--- src/source/bus_pkg.sv ---
`default_nettype none

////////////////////////////////////////////////////////////////////////////
// data bus of the I/O fabric, slot map and register offsets
////////////////////////////////////////////////////////////////////////////

package bus_pkg;

  typedef logic [31:0] word_t;     // one bus data word
  typedef logic [23:0] addr_t;     // byte address
  typedef logic [3:0]  slot_t;     // top address nibble
  typedef logic [3:0]  reg_off_t;  // word offset inside a slot

  localparam int NUM_SLOTS = 16;
  localparam int SLOT_LSB  = 20;   // slot in addr[23:20]
  localparam int OFF_LSB   = 2;    // offset in addr[5:2]

  // slot map
  localparam slot_t SLOT_FILTER = 4'd6;
  localparam slot_t SLOT_LED    = 4'd7;

  // registers in the filter slot
  localparam reg_off_t REG_DIVISOR = 4'd0;
  localparam reg_off_t REG_LEVELS  = 4'd1;
  localparam reg_off_t REG_CHANGED = 4'd2;

  localparam word_t UNMAPPED_WORD = 32'hDEADBEEF;  // unmapped offset marker

  localparam int LED_W = 8;
  localparam int DIP_W = 16;

endpackage

`default_nettype wire

--- src/source/io_pkg.sv ---
`default_nettype none

////////////////////////////////////////////////////////////////////////////
// input line filter bank
////////////////////////////////////////////////////////////////////////////

package io_pkg;

  typedef logic [15:0] div_t;  // sample strobe divisor

  // gives a tick every 88 clocks out of reset
  localparam div_t DIV_RESET = 16'd87;

  localparam int NUM_LINES_DEFAULT = 4;

  // samples kept for the vote, an odd count
  localparam int HIST_W = 3;

endpackage

`default_nettype wire

--- src/source/sample_strobe_gen.sv ---
`timescale 1ns/1ns
`default_nettype none

////////////////////////////////////////////////////////////////////////////
// sample strobe for the filter bank, one tick every divisor+1 clocks
////////////////////////////////////////////////////////////////////////////

module sample_strobe_gen
  (
  input  wire             msoc_clk,
  input  wire             rstn,
  input  wire io_pkg::div_t divisor_i,
  output logic            sample_tick_o
  );

  import io_pkg::*;

  div_t cnt_q;    // running count
  logic cnt_hit;

  // a divisor written below the running count ends the period at once
  assign cnt_hit = (cnt_q >= divisor_i);

  always_ff @(posedge msoc_clk or negedge rstn)
  begin
    if (!rstn)
    begin
      cnt_q         <= '0;
      sample_tick_o <= 1'b0;
    end
    else
    begin
      sample_tick_o <= cnt_hit;  // single cycle pulse
      if (cnt_hit)
        cnt_q <= '0;             // restart after each tick
      else
        cnt_q <= cnt_q + 1'b1;
    end
  end

endmodule

`default_nettype wire

--- src/source/line_filter.sv ---
`timescale 1ns/1ns
`default_nettype none

////////////////////////////////////////////////////////////////////////////
// majority vote filter for one asynchronous input line
////////////////////////////////////////////////////////////////////////////

module line_filter
  (
  input  wire  msoc_clk,
  input  wire  rstn,
  input  wire  sample_tick_i,
  input  wire  line_i,
  output logic level_o
  );

  import io_pkg::*;

  logic [1:0]        sync_q;   // two flop synchronizer
  logic [HIST_W-1:0] hist_q;   // sample history, newest in bit 0
  logic [HIST_W-1:0] hist_nxt;

  // more than half of the samples high
  function automatic logic majority(input logic [HIST_W-1:0] h);
    int ones;
    ones = 0;
    for (int i = 0; i < HIST_W; i++)
    begin
      ones += int'(h[i]);
    end
    return (ones > HIST_W / 2);
  endfunction

  // vote on the history including the sample being taken
  assign hist_nxt = {hist_q[HIST_W-2:0], sync_q[1]};

  always_ff @(posedge msoc_clk or negedge rstn)
  begin
    if (!rstn)
    begin
      sync_q  <= '0;
      hist_q  <= '0;
      level_o <= 1'b0;
    end
    else
    begin
      sync_q <= {sync_q[0], line_i};
      if (sample_tick_i)
      begin
        hist_q  <= hist_nxt;
        level_o <= majority(hist_nxt);  // one odd sample is outvoted
      end
    end
  end

endmodule

`default_nettype wire

--- src/source/io_regs.sv ---
`timescale 1ns/1ns
`default_nettype none

////////////////////////////////////////////////////////////////////////////
// slot decode, LED/DIP register and filter status registers
////////////////////////////////////////////////////////////////////////////

module io_regs #(
  parameter int NUM_LINES = io_pkg::NUM_LINES_DEFAULT
  )
  (
  input  wire                        msoc_clk,
  input  wire                        rstn,
  input  wire                        bus_req_i,
  input  wire                        bus_we_i,
  input  wire bus_pkg::addr_t        bus_addr_i,
  input  wire bus_pkg::word_t        bus_wdata_i,
  input  wire [bus_pkg::DIP_W-1:0]   dip_i,
  input  wire [NUM_LINES-1:0]        levels_i,
  output bus_pkg::word_t             bus_rdata_o,
  output logic                       bus_rvalid_o,
  output logic [bus_pkg::LED_W-1:0]  led_o,
  output io_pkg::div_t               divisor_o
  );

  import bus_pkg::*;
  import io_pkg::*;

  slot_t                slot;
  reg_off_t             reg_off;
  logic [NUM_SLOTS-1:0] slot_sel;      // one-hot slot decode
  logic                 wr_en;
  logic                 rd_en;
  word_t                slot_rdata [NUM_SLOTS];
  word_t                filter_rdata;
  word_t                rd_word;
  logic [DIP_W-1:0]     dip_q;         // sampled switches
  logic [NUM_LINES-1:0] levels_q;      // previous filtered levels
  logic [NUM_LINES-1:0] changed_q;     // sticky change flags
  logic [NUM_LINES-1:0] changed_clr;

  assign slot    = bus_addr_i[SLOT_LSB +: $bits(slot_t)];
  assign reg_off = bus_addr_i[OFF_LSB +: $bits(reg_off_t)];
  assign wr_en   = bus_req_i & bus_we_i;
  assign rd_en   = bus_req_i & ~bus_we_i;

  always_comb
  begin
    for (int i = 0; i < NUM_SLOTS; i++)
    begin
      slot_sel[i] = (slot == slot_t'(i));
    end
  end

  // write one to clear
  assign changed_clr = (wr_en && slot_sel[SLOT_FILTER] && reg_off == REG_CHANGED) ?
                       bus_wdata_i[NUM_LINES-1:0] : '0;

  ////////////////////////////////////////////////////////////////////////////
  // control registers
  ////////////////////////////////////////////////////////////////////////////

  always_ff @(posedge msoc_clk or negedge rstn)
  begin
    if (!rstn)
    begin
      led_o        <= '0;
      divisor_o    <= DIV_RESET;
      dip_q        <= '0;
      levels_q     <= '0;
      changed_q    <= '0;
      bus_rvalid_o <= 1'b0;
    end
    else
    begin
      dip_q        <= dip_i;
      levels_q     <= levels_i;
      bus_rvalid_o <= rd_en;     // data follow one cycle later
      // a new change wins over a clear in the same cycle
      changed_q    <= (changed_q & ~changed_clr) | (levels_i ^ levels_q);
      if (wr_en && slot_sel[SLOT_LED])
        led_o <= bus_wdata_i[LED_W-1:0];
      if (wr_en && slot_sel[SLOT_FILTER] && reg_off == REG_DIVISOR)
        divisor_o <= div_t'(bus_wdata_i);
    end
  end

  ////////////////////////////////////////////////////////////////////////////
  // readback
  ////////////////////////////////////////////////////////////////////////////

  always_comb
  begin
    case (reg_off)
      REG_DIVISOR: filter_rdata = word_t'(divisor_o);
      REG_LEVELS:  filter_rdata = word_t'(levels_i);
      REG_CHANGED: filter_rdata = word_t'(changed_q);
      default:     filter_rdata = UNMAPPED_WORD;
    endcase
  end

  always_comb
  begin
    for (int i = 0; i < NUM_SLOTS; i++)
    begin
      slot_rdata[i] = '0;        // unused slots read zero
    end
    slot_rdata[SLOT_FILTER] = filter_rdata;
    slot_rdata[SLOT_LED]    = word_t'(dip_q);
  end

  always_comb
  begin
    rd_word = '0;
    for (int i = 0; i < NUM_SLOTS; i++)
    begin
      if (slot_sel[i])
        rd_word |= slot_rdata[i];
    end
  end

  always_ff @(posedge msoc_clk)
  begin
    if (rd_en)
      bus_rdata_o <= rd_word;
  end

endmodule

`default_nettype wire

--- src/source/minion_io.sv ---
`timescale 1ns/1ns
`default_nettype none

////////////////////////////////////////////////////////////////////////////
// memory-mapped I/O fabric with LED/switch register and line filters
////////////////////////////////////////////////////////////////////////////

module minion_io #(
  parameter int NUM_LINES = io_pkg::NUM_LINES_DEFAULT
  )
  (
  input  wire                        msoc_clk,
  input  wire                        rstn,
  // data bus
  input  wire                        bus_req_i,
  input  wire                        bus_we_i,
  input  wire bus_pkg::addr_t        bus_addr_i,
  input  wire bus_pkg::word_t        bus_wdata_i,
  output bus_pkg::word_t             bus_rdata_o,
  output logic                       bus_rvalid_o,
  // board I/O
  input  wire [bus_pkg::DIP_W-1:0]   dip_i,
  output logic [bus_pkg::LED_W-1:0]  led_o,
  input  wire [NUM_LINES-1:0]        line_i
  );

  import io_pkg::*;

  div_t                 divisor;
  logic                 sample_tick;   // shared by all filters
  logic [NUM_LINES-1:0] levels;

  sample_strobe_gen u_strobe (
    .msoc_clk      (msoc_clk),
    .rstn          (rstn),
    .divisor_i     (divisor),
    .sample_tick_o (sample_tick)
  );

  // one filter per external line
  for (genvar i = 0; i < NUM_LINES; i++)
  begin : g_filter
    line_filter u_filter (
      .msoc_clk      (msoc_clk),
      .rstn          (rstn),
      .sample_tick_i (sample_tick),
      .line_i        (line_i[i]),
      .level_o       (levels[i])
    );
  end

  io_regs #(
    .NUM_LINES (NUM_LINES)
  ) u_regs (
    .msoc_clk     (msoc_clk),
    .rstn         (rstn),
    .bus_req_i    (bus_req_i),
    .bus_we_i     (bus_we_i),
    .bus_addr_i   (bus_addr_i),
    .bus_wdata_i  (bus_wdata_i),
    .dip_i        (dip_i),
    .levels_i     (levels),
    .bus_rdata_o  (bus_rdata_o),
    .bus_rvalid_o (bus_rvalid_o),
    .led_o        (led_o),
    .divisor_o    (divisor)
  );

endmodule

`default_nettype wire

--- config.mk ---
export PLATFORM = sky130hd
export DESIGN_NAME = minion_io
export DESIGN_NICKNAME = d
export VERILOG_FILES = /design/src/source/bus_pkg.sv /design/src/source/io_pkg.sv /design/src/source/sample_strobe_gen.sv /design/src/source/line_filter.sv /design/src/source/io_regs.sv /design/src/source/minion_io.sv
export SDC_FILE = /design/constraint.sdc
export NUM_CORES = 1
export LEC_CHECK = 0
export BUFFER_PORTS_ARGS = -buffer_cell sky130_fd_sc_hd__buf_2
export CAP_MARGIN = 20
export CELL_PAD_IN_SITES_DETAIL_PLACEMENT = 1
export CELL_PAD_IN_SITES_GLOBAL_PLACEMENT = 2
export CORE_MARGIN = 2
export CORE_UTILIZATION = 36
export CTS_CLUSTER_SIZE = 16
export DETAILED_ROUTE_END_ITERATION = 8
export PLACE_DENSITY = 0.88
export SETUP_SLACK_MARGIN = 0.02
export SYNTH_ARGS = -nofsm -noshare
export SYNTH_HDL_FRONTEND = slang
export SYNTH_SLANG_ARGS = --single-unit
--- constraint.sdc ---
create_clock -name msoc_clk -period 3.62 [get_ports msoc_clk]
set_input_delay 0.724 -clock msoc_clk [delete_from_list [all_inputs] [get_ports msoc_clk]]
set_output_delay 0.724 -clock msoc_clk [all_outputs]
set_load 0.01 [all_outputs]
## Yosys cells after proc, flatten, opt, wreduce, memory -nomap -nowiden

Index checks and enable logic that the tools add are counted.

- Flip-flop bits (word level): 118
- Logic and storage cells: 57

- Add/sub/neg operators: 9
- $lt $le $gt $ge: 5
- Eq/ne operators: 4
- Multiplexer cells: 5
- Bitwise gates (word level): 8
- Reduce and logical (&&, ||, !) cells: 5

Operators by type and width:

| operator | count |
|---|---|
| greater-than comparator 32 x 2 -> 1 bit, second input constant | 4 |
| one-hot mux 32 bit (3 select lines) | 1 |
| two-way mux 32 bit | 2 |
| OR 32 x 16 -> 32 bit | 1 |
| adder 16 x 1 -> 16 bit, second input constant | 1 |
| >= comparator 16 bit | 1 |
| two-way mux 16 bit | 1 |
| adder 2 x 1 -> 3 bit | 4 |
| adder 1 x 1 -> 2 bit | 4 |
| == test 4 x 3 -> 1 bit, second input constant | 2 |
| bitwise AND 4 bit | 1 |
| == test 4 x 1 -> 1 bit, second input constant | 1 |
| == test 4 x 2 -> 1 bit, second input constant | 1 |
| logical AND 1 bit | 4 |
| zero test 4 bit | 1 |
| two-way mux 4 bit | 1 |
| NOT 4 bit | 1 |
| OR 4 bit | 1 |
| bitwise XOR 4 bit | 1 |
| bitwise AND 1 bit | 2 |
| NOT 1 bit | 1 |

## Depth between registers and ports, before layout

Gate-level depths: netlist of run 1.

- Word-level depth: 7
- Gate-level depth with buffers: 7
- Depth with buffers taken out: 6

## Cells and area by module

From an unflattened synthesis of run 1, not the netlist that was laid out.

- Cell total of the unflattened synthesis: 369
- Area, all modules: 4700.8 um2

Modules (own cells, without submodules):

| module | times used | cells an instance | area an instance (um2) | sequential area each (um2) |
|---|---|---|---|---|
| io_regs | 1 | 194 | 2720.1 | 1742.9 |
| sample_strobe_gen | 1 | 131 | 1285.0 | 425.4 |
| line_filter | 4 | 11 | 173.9 | 125.1 |

## Worst setup path before layout of run 1

OpenSTA, ideal clock, no wires.

- Kind: input port to flip-flop
- From: input port bus_addr_i[2]
- To: register u_regs.divisor_o[0]
- Library setup time: 0.082 ns
- Arrival time: 1.903 ns
- Data required time: 3.538 ns
- Path slack: 1.635 ns
- Cell stages on the path: 4
- Path buffers: 1
- Path through: or3_1 > buf_2 > nor4_4 > mux2_2

- Cells in the longest elaborated chain, start to end: 2

RTL lines:

| what | line | RTL |
|---|---|---|
| from (decl) | minion_io.sv:17 | `input wire bus_pkg::addr_t bus_addr_i,` |
| zero test 4 bit | io_regs.sv:83 | `if (wr_en && slot_sel[SLOT_FILTER] && reg_off == REG_DIVISOR)` |
| logical AND 1 bit | io_regs.sv:83 |  |
| to (signal assigned) | io_regs.sv:84 | `divisor_o <= div_t'(bus_wdata_i);` |
| to (decl) | io_regs.sv:23 | `output io_pkg::div_t divisor_o` |

No other way between the ends.
A chain may end at the register's enable or synchronous reset.

## Worst setup path after layout of run 1

- From: register u_regs.divisor_o[13]
- To: register u_strobe.cnt_q[7]

- Cells in the longest elaborated chain, start to end: 2

RTL lines:

| what | line | RTL |
|---|---|---|
| >= comparator 16 bit | sample_strobe_gen.sv:22 | `assign cnt_hit = (cnt_q >= divisor_i);` |
| two-way mux 16 bit | sample_strobe_gen.sv:34 | `if (cnt_hit)` |
| to (signal assigned) | sample_strobe_gen.sv:37 | `cnt_q <= cnt_q + 1'b1;` |
| to (decl) | sample_strobe_gen.sv:18 | `div_t cnt_q;` |

No other way between the ends.

==> results.json, run 1 <==
{
  "cp_max_fo": 17,
  "dr.max_layer_used": "met4",
  "relSlewSlack_pct": 41.5,
  "p_per_area_nw_per_um2": 449,
  "totalNegativeSetupSlack_ns": 0,
  "status": "completed",
  "avgSynthCellArea_sq_um": 12.3,
  "cpLargestDelayFamily": "simple AND/OR/NAND/NOR gates",
  "final_util_pct": 43.9,
  "seq_area_sq_um": 2670,
  "dieArea_sq_um": 13400,
  "ios": 121,
  "ys_ff_latch": 103,
  "rsz0062_at_grt": "false",
  "grt_max_degree": 87,
  "io_buffers": 83,
  "clock_path_buffers": 2,
  "cpPeakStageDelay_ns": 0.76,
  "worstSetupPathType": "register to register",
  "start_util_pct": 37.3,
  "grt_overflow": 0,
  "drc_errors": 0,
  "dp_hpwl_um": 6970,
  "clock_sinks": 103,
  "hold_viol": 0,
  "place_worst_setup_slack_ns": 1.04,
  "min_path_type": "input port to async pin",
  "power_frac_comb_pct": 6.8,
  "gp_congestion": 0.765,
  "syn_inst": 366,
  "area_growth_pct": 17.8,
  "drv_slew": 0,
  "post_cts_buffers": 0,
  "cts_resized": 0,
  "core_area_sq_um": 12100,
  "ys_types": 43,
  "ys.flop_type": "dfrtp_1",
  "required_ns": 3.79,
  "internal-power_mw": 1.84,
  "peakVddDrop_mv": 0.227,
  "p_switching_uw": 546,
  "grt_pass1_wl_um": 15600,
  "die_w_um": 116,
  "clkSlewWorstSetupHoldPaths_ns": 0.07,
  "worstPathArrival_ns": 2.38,
  "drtPass1Iterations": 4,
  "setup_slack_ns": 1.41,
  "slowest_stage": "nor4b_4",
  "clk_latency_ns": 0.34,
  "worst_pin_slew_ns": 0.874,
  "switching_share_pct": 22.8,
  "cts_root_buf": "clkbuf_16",
  "finalNetCount": 538,
  "wl_met1_um": 3930,
  "grt_pass1_vias": 3150,
  "dr_wl_met2_um": 5000,
  "crit_chain": "inv_1 > ha_1 > nand4_1 > nor2_1 > nor4b_4 > nor4_1",
  "cts_tree": "built",
  "critPathCaptureType": "register",
  "startpoint_type": "register",
  "h-tree-depth": 3,
  "clockPowerShare_pct": 41.1,
  "finalCriticalPeriod_ns": 2.21,
  "rows": 40,
  "yosys_warnings": 0,
  "cts_hold_buffers": 0,
  "drive_gt1_share_pct": 29.9,
  "max_clock_freq_ghz": 0.453,
  "power_leakage_nw": 2.57,
  "grt_use_total_pct": 15.0,
  "clock_skew_ns": 0.00576,
  "die_h_um": 116,
  "drv_cap": 0,
  "crit_buf_inv": 1,
  "seq_area_frac_synth_pct": 59.1,
  "vias": 2994,
  "setup_violations": 0,
  "multiInputGateArea_sq_um": 1590,
  "wl_um": 9400,
  "pwr-share-seq_pct": 52.1,
  "fillCellCount": 1331,
  "diodes": 0,
  "cts_made_buffers": 9,
  "met3_length_um": 354,
  "fin_crit_sh_pct": 61.0,
  "drtIter0Drc": 104,
  "via_per_inst": 4.91,
  "antenna_found_initial": 0,
  "wl_per_cell_um": 15.4,
  "synth_edf_count": 17,
  "synth_area_sq_um": 4510,
  "drtAntennaViolNets": 0,
  "async_flop_share_pct": 83.5
}
[worst paths after layout]
| kind | slack [ns] | depth (start not counted) | from | end |
|---|---|---|---|---|
| max | 1.41 | 6 | u_regs.divisor_o[13] | u_strobe.cnt_q[7] |
| min | 0.23 | 1 | rstn | g_filter[0].u_filter.hist_q[0] |
| max reg2reg | 1.41 | 6 | u_regs.divisor_o[13] | u_strobe.cnt_q[7] |
| min reg2reg | 0.35 | 0 | g_filter[1].u_filter.sync_q[0] | g_filter[1].u_filter.sync_q[1] |
| max in group asynchronous | 2.74 | 2 | rstn | u_regs.divisor_o[6] |
| min in group msoc_clk | 0.35 | 0 | g_filter[1].u_filter.sync_q[0] | g_filter[1].u_filter.sync_q[1] |
[registers in the layout, summed over array words and instances, names as in the netlist]
name / cells
u_regs.bus_rdata_o: 17
u_regs.dip_q: 16
u_regs.divisor_o: 16
u_strobe.cnt_q: 16
g_filter.u_filter.hist_q: 8
g_filter.u_filter.sync_q: 8
u_regs.led_o: 8
g_filter.u_filter.level_o: 4
u_regs.changed_q: 4
u_regs.levels_q: 4
u_regs.bus_rvalid_o: 1
u_strobe.sample_tick_o: 1
[per-layer routing]
metal	global-route usage, %	up-vias
met4	5.24	0
li1	-	1440
met2	26.7	61
met1	18.0	1487
met5	0	-
met3	2.93	6
[layout by cell type (no fill, tap or decap), types with 2 or more instances in the layout]
master,netlist,routed
buf_2,6,82
dfrtp_1,81,81
nand2_1,25,25
ha_1,21,21
o21ai_0,20,20
a21oi_1,20,20
inv_1,19,19
nor4_1,19,19
mux2_2,17,17
edfxtp_1,17,17
nor2_1,12,12
xnor2_1,12,12
a221o_1,9,9
clkbuf_16,0,9
nor3_1,7,7
nand3_1,7,7
xor2_1,6,6
a21o_1,6,6
nand4_1,6,6
conb_1,1,5
dfstp_2,5,5
buf_4,15,4
a22o_1,3,3
mux2i_1,3,3
or3_1,2,2
nor3_2,2,2
inv_6,0,2
[synthesized netlist by cell type (5+ instances only)]
library cell	number	area, sq um
dfrtp_1	81	2030
nand3_1	7	35.0
a21oi_1	20	100
xor2_1	6	52.6
clkbuf_1	7	26.3
xnor2_1	12	105
nor3_1	7	35.0
nor4_1	19	119
o21ai_0	20	100
nand2_1	25	93.8
mux2_2	17	191
dfstp_2	5	131
buf_4	15	113
inv_1	19	71.3
a21o_1	6	45.0
ha_1	21	263
nand4_1	6	37.5
nor2_1	12	45.0
buf_2	6	30.0
edfxtp_1	17	510
a221o_1	9	90.1
[cell families after synthesis]
family | share of synthesized area, %
buf+inv | 5.93
xor+xnor | 3.49
flops | 59.1
mux | 4.91
simple gates | 11.3
compound gates | 9.29
other cells | 0.0831
fa+ha+maj | 5.82
[per-stage QoR]
step | hold slack, ns | cell area [sq um] | power [mW] | std cells
floorplan | 0.331 | 4530 | 1.35 | 370
global placement | 0.333 | 4980 | 1.42 | 593
detailed placement | 0.338 | 4980 | 1.43 | 593
CTS | 0.354 | 5290 | 2.42 | 609
global route | 0.233 | 5320 | 2.48 | 610
finish | 0.229 | 5320 | 2.39 | 610
[power by group through the flow]
stage	Sequential, mW	Clock [mW]	Combinational, mW
5_1_grt	1.25	1.05	0.181
3_3_place_gp	1.27	0	0.157
3_5_place_dp	1.27	0	0.161
2_1_floorplan	1.28	0	0.0722
6_report	1.25	0.980	0.162
4_1_cts	1.25	1.01	0.163
[cell type report]
type	count	share of cell area, %
clock buffers	9	4.24
flip-flops and latches	103	50.2
repair buffers	87	8.80
well taps	168	3.95
clock inverters	7	1.51
multi-input cells	217	29.9
inverters	19	1.34
[worst register-to-register path, stage by stage (launching register included)]
cell and delay (ns):
dfrtp_1 0.38, inv_1 0.07, ha_1 0.30, nand4_1 0.14, nor2_1 0.22, nor4b_4 0.76, nor4_1 0.17
Note: power is estimated with default switching activity, not from simulation.
==> run 2: changes to the inputs <==
--- a/config.mk
+++ b/config.mk
@@ -10,10 +10,10 @@
 export CELL_PAD_IN_SITES_DETAIL_PLACEMENT = 1
 export CELL_PAD_IN_SITES_GLOBAL_PLACEMENT = 2
 export CORE_MARGIN = 2
-export CORE_UTILIZATION = 36
+export CORE_UTILIZATION = 34
 export CTS_CLUSTER_SIZE = 16
 export DETAILED_ROUTE_END_ITERATION = 8
-export PLACE_DENSITY = 0.88
+export PLACE_DENSITY = 0.84
 export SETUP_SLACK_MARGIN = 0.02
 export SYNTH_ARGS = -nofsm -noshare
 export SYNTH_HDL_FRONTEND = slang
==> constraint.sdc (replaced) <==
create_clock -name msoc_clk -period 2.16 [get_ports msoc_clk]
set_input_delay 0.432 -clock msoc_clk [delete_from_list [all_inputs] [get_ports msoc_clk]]
set_output_delay 0.432 -clock msoc_clk [all_outputs]
set_load 0.01 [all_outputs]
==> results.json, run 2 (synthesis results as in run 1) <==
{
  "grt_pass1_vias": 3299,
  "p_per_area_nw_per_um2": 724,
  "r2r_end": "u_strobe.sample_tick_o",
  "final_common_cell": "buf_2",
  "core_area_sq_um": 13100,
  "hold_viol": 0,
  "clk_latency_ns": 0.35,
  "diodes": 0,
  "die_h_um": 119,
  "peakVddDrop_mv": 0.353,
  "drv_slew": 0,
  "worst_pin_slew_ns": 0.621,
  "power_leakage_nw": 2.63,
  "crit_buf_inv": 2,
  "status": "completed",
  "cpLargestDelayFamily": "flip-flops",
  "via_per_inst": 4.81,
  "cts_tree": "built",
  "wl_per_cell_um": 15.3,
  "drv_cap": 0,
  "start_util_pct": 34.5,
  "drc_errors": 0,
  "grt_pass1_wl_um": 16200,
  "clock_skew_ns": 0.0104,
  "dp_hpwl_um": 7300,
  "fin_crit_sh_pct": 93.8,
  "clkSlewWorstSetupHoldPaths_ns": 0.07,
  "slowest_stage": "dfstp_2",
  "cp.depth": 6,
  "largest_reg_flops": 17,
  "r2r_start": "u_regs.divisor_o[1]",
  "rsz0062_at_grt": "false",
  "drtPass1Iterations": 4,
  "finalNetCount": 549,
  "rrSetupSlack_ns": 0.13,
  "clock_path_buffers": 2,
  "vias": 3028,
  "cts_hold_buffers": 0,
  "required_ns": 2.38,
  "design_area_sq_um": 5430,
  "ios": 121,
  "drtIter0Drc": 108,
  "die_w_um": 119,
  "grt_overflow": 0,
  "final_util_pct": 41.5,
  "cts_root_buf": "clkbuf_16",
  "mostFrequentLayoutCells": "buf_2 (82), dfrtp_1 (81), nand2_1 (25)",
  "cp_max_fo": 17,
  "startpoint_type": "register",
  "grt_max_degree": 36,
  "seq_area_sq_um": 2670,
  "drive_gt1_share_pct": 31.8,
  "drtAntennaViolNets": 0,
  "dieArea_sq_um": 14200,
  "cts_made_buffers": 9,
  "io_buffers": 83,
  "wl_um": 9610,
  "regMostFlops": "u_regs.bus_rdata_o",
  "crit_chain": "inv_1 > ha_1 > a2111oi_4 > nor4b_4 > buf_12 > or3_1",
  "multiInputGateArea_sq_um": 1610,
  "setup_violations": 0,
  "worstPathArrival_ns": 2.24,
  "critPathCaptureType": "register",
  "gp_congestion": 0.799,
  "rows": 42,
  "min_path_type": "input port to async pin",
  "max_clock_freq_ghz": 0.494,
  "finalCriticalPeriod_ns": 2.03,
  "antenna_found_initial": 0,
  "cpPeakStageDelay_ns": 0.54,
  "r2r_cells": 6,
  "totalNegativeSetupSlack_ns": 0,
  "relSlewSlack_pct": 58.6,
  "area_growth_pct": 20.4,
  "h-tree-depth": 3,
  "place_area_sq_um": 5120,
  "grt_use_total_pct": 14.4,
  "clock_sinks": 103,
  "worstSetupPathType": "register to register",
  "fillCellCount": 1440
}
## run 2: cell count changes in the layout (fill, tap and decap cells not counted), moves of 2 or more
cell | previous run | this run
nor4_2 | 0 | 2
buf_12 | 0 | 4
clkbuf_1 | 0 | 2
nor4_1 | 19 | 17
buf_4 | 4 | 12
## run 2: cell type report
cell class / instances / area share, %
Clock inverter: 4 / 0.507
Multi-Input combinational cell: 217 / 29.6
Timing Repair Buffer: 98 / 10.7
Tap cell: 176 / 4.05
Inverter: 19 / 1.31
Sequential cell: 103 / 49.1
Clock buffer: 12 / 4.74
## run 2: metrics by stage
| step | hold slack (ns) | power [mW] | worst slack, ns | cells |
|---|---|---|---|---|
| 3_3_place_gp | 0.332 | 2.40 | 0.0843 | 613 |
| 2_1_floorplan | 0.136 | 2.26 | 0.264 | 370 |
| 5_1_grt | 0.0211 | 4.09 | 0.0672 | 629 |
| 3_5_place_dp | 0.341 | 2.41 | 0.0748 | 613 |
| 6_report | 0.00671 | 3.93 | 0.134 | 629 |
| 4_1_cts | 0.0128 | 3.98 | 0.0248 | 629 |
## run 2: how the worst max path moves through the flow
stage                    startpoint                      to  slack, ns
6_report        u_regs.divisor_o[1]  u_strobe.sample_tick_o       0.13
5_1_grt         u_regs.divisor_o[1]  u_strobe.sample_tick_o       0.07
4_1_cts        u_regs.divisor_o[15]       u_strobe.cnt_q[6]       0.02
3_5_place_dp   u_regs.divisor_o[15]       u_strobe.cnt_q[6]       0.07
3_3_place_gp    u_regs.divisor_o[0]  u_strobe.sample_tick_o       0.08
2_1_floorplan   u_regs.divisor_o[0]      u_strobe.cnt_q[10]       0.26
## run 2: metal layers
| layer | global-route usage (%) | share of wire [%] |
|---|---|---|
| met4 | 5.58 | 1.7 |
| met2 | 25.6 | 51 |
| met3 | 2.39 | 4.0 |
| met1 | 17.4 | 43 |
| met5 | 0 | 0 |
## run 2: repair_timing
action | 4_1_cts | 5_1_grt
setup endpoints to repair | 0 | 12
buffers inserted | 0 | 1
resized for setup | 0 | 3
## run 2: worst register-to-register path: cells and delay by family, from the launching register on
| kind | cells | cell delay, ns |
|---|---|---|
| DFF | 1 | 0.54 |
| buffers and inverters | 2 | 0.21 |
| and+or+nand+nor | 2 | 0.43 |
| AOI/OAI and AO/OA | 1 | 0.40 |
| adders and majority gates | 1 | 0.32 |
## run 2: power by group
| group | internal, mW | switching (mW) |
|---|---|---|
| clock | 0.856 | 0.708 |
| combinational | 0.123 | 0.154 |
| sequential | 2.05 | 0.0374 |
==> run 3: changes to the inputs <==
--- a/config.mk
+++ b/config.mk
@@ -5,15 +5,13 @@
 export SDC_FILE = /design/constraint.sdc
 export NUM_CORES = 1
 export LEC_CHECK = 0
-export BUFFER_PORTS_ARGS = -buffer_cell sky130_fd_sc_hd__buf_2
 export CAP_MARGIN = 20
-export CELL_PAD_IN_SITES_DETAIL_PLACEMENT = 1
-export CELL_PAD_IN_SITES_GLOBAL_PLACEMENT = 2
 export CORE_MARGIN = 2
-export CORE_UTILIZATION = 34
+export CORE_UTILIZATION = 40
 export CTS_CLUSTER_SIZE = 16
 export DETAILED_ROUTE_END_ITERATION = 8
-export PLACE_DENSITY = 0.84
+export DONT_BUFFER_PORTS = 1
+export PLACE_DENSITY = 0.58
 export SETUP_SLACK_MARGIN = 0.02
 export SYNTH_ARGS = -nofsm -noshare
 export SYNTH_HDL_FRONTEND = slang
==> results.json, run 3 (synthesis results as in run 1) <==
{
  "dp_hpwl_um": 5690,
  "max_clock_freq_ghz": 0.484,
  "startpoint": "u_regs.divisor_o[1]",
  "min_path_type": "input port to async pin",
  "grt_pass1_wl_um": 12600,
  "wl_per_cell_um": 15.5,
  "endpoint": "u_strobe.sample_tick_o",
  "die_w_um": 110,
  "mostFrequentLayoutCells": "dfrtp_1 (81), nand2_1 (25), ha_1 (21)",
  "status": "complete, but fails checks",
  "r2r_end": "u_strobe.sample_tick_o",
  "largest_reg_flops": 17,
  "cts_tree": "built",
  "drc_errors": 0,
  "power_leakage_nw": 2.27,
  "rsz0062_at_grt": "true",
  "grt_max_degree": 87,
  "p_per_area_nw_per_um2": 764,
  "startpoint_type": "register",
  "h-tree-depth": 3,
  "hold_ws_ns": -0.216,
  "power_mw": 3.75,
  "cp_max_fo": 17,
  "final_common_cell": "dfrtp_1",
  "regMostFlops": "u_regs.bus_rdata_o",
  "worstPathArrival_ns": 2.28,
  "ios": 121,
  "final_util_pct": 44.8,
  "clock_sinks": 103,
  "gp_congestion": 0.749,
  "grt_use_total_pct": 13.5,
  "rows": 38,
  "relSlewSlack_pct": 63.0,
  "hold_viol": 86,
  "vias": 2644,
  "clk_latency_ns": 0.34,
  "place_inst": 492,
  "io_buffers": 0,
  "worstSetupPathType": "register to register",
  "drtIter0Drc": 162,
  "via_per_inst": 5.20,
  "finalNetCount": 464,
  "finalCriticalPeriod_ns": 2.07,
  "r2r_start": "u_regs.divisor_o[1]",
  "rrSetupSlack_ns": 0.09,
  "violations": "negative hold slack",
  "fin_crit_sh_pct": 95.7,
  "clkSlewWorstSetupHoldPaths_ns": 0.07,
  "start_util_pct": 41.3,
  "clock_skew_ns": 0.00661,
  "required_ns": 2.37,
  "cts_made_buffers": 9,
  "setup_violations": 0,
  "r2r_cells": 6,
  "place_area_sq_um": 4620,
  "clock_path_buffers": 2,
  "design_area_sq_um": 4900,
  "antenna_found_initial": 0,
  "grt_pass1_vias": 2601,
  "drive_gt1_share_pct": 15.8,
  "area_growth_pct": 8.59,
  "drv_slew": 0,
  "dieArea_sq_um": 12100,
  "peakVddDrop_mv": 0.342,
  "diodes": 0,
  "cts_root_buf": "clkbuf_16",
  "critPathCaptureType": "register",
  "worst_pin_slew_ns": 0.556,
  "wl_um": 7890,
  "die_h_um": 110,
  "drv_cap": 0,
  "grt_overflow": 0,
  "drtPass1Iterations": 5,
  "core_area_sq_um": 10900,
  "stdcell_count": 508,
  "drtAntennaViolNets": 0
}
-- run 3: cell types whose count changed in the layout (fill, tap and decap cells not counted), sizes merged --
cell,change
buf,-85
clkinv,+4
clkbuf,-3
clkinvlp,-1
-- run 3: worst max-delay path, stage by stage (launching register included) --
cell	delay (ns)
dfstp_2	0.53
inv_1	0.05
ha_1	0.32
a2111oi_4	0.41
nor4b_4	0.07
buf_4	0.20
or3_1	0.35
-- run 3: area by class of cell --
class | instances | area [sq um]
clock buffers | 9 | 225
clock inverters | 7 | 55.1
fillers | 1022 | 6030
inverters | 19 | 71.3
multi-input cells | 217 | 1600
flip-flops and latches | 103 | 2670
well taps | 140 | 175
repair buffers | 13 | 110
-- run 3: how the worst min path moves through the flow --
stage                                     end  slack, ns  cells after the start
2_1_floorplan  g_filter[0].u_filter.hist_q[0]       0.14                      0
3_3_place_gp   g_filter[0].u_filter.sync_q[0]       0.14                      0
3_5_place_dp   g_filter[0].u_filter.sync_q[0]       0.14                      0
4_1_cts                   u_regs.changed_q[1]      -0.23                      0
5_1_grt        g_filter[0].u_filter.sync_q[1]      -0.24                      0
6_report       g_filter[0].u_filter.sync_q[1]      -0.22                      0
-- run 3: routing by layer --
layer	global-route usage [%]	part of all wire [%]
met1	18.2	47
met2	21.3	47
met3	2.70	5.0
met4	5.36	1.3
met5	0	0
-- run 3: where the power goes --
part           switching, mW  internal [mW]  total (mW)  leakage [nW]
registers             0.0543           2.05        2.11          1.23
logic                 0.0644         0.0565       0.121         0.900
clock network          0.724          0.794        1.52         0.139
-- run 3: repair_timing --
| action | in CTS | in global routing |
|---|---|---|
| setup endpoints to repair | 0 | 12 |
| buffers inserted | 0 | 0 |
| endpoints found under the hold margin | 86 | 86 |
| resized for setup | 0 | 1 |
-- run 3: per-stage QoR --
stage / setup WS, ns / hold WS, ns / setup TNS, ns
6_report: 0.0920 / -0.216 / 0
5_1_grt: 0.0151 / -0.238 / 0
4_1_cts: 0.0418 / -0.230 / 0
3_5_place_dp: 0.0564 / 0.138 / 0
3_3_place_gp: -0.00706 / 0.138 / -0.0207
2_1_floorplan: 0.264 / 0.136 / 0
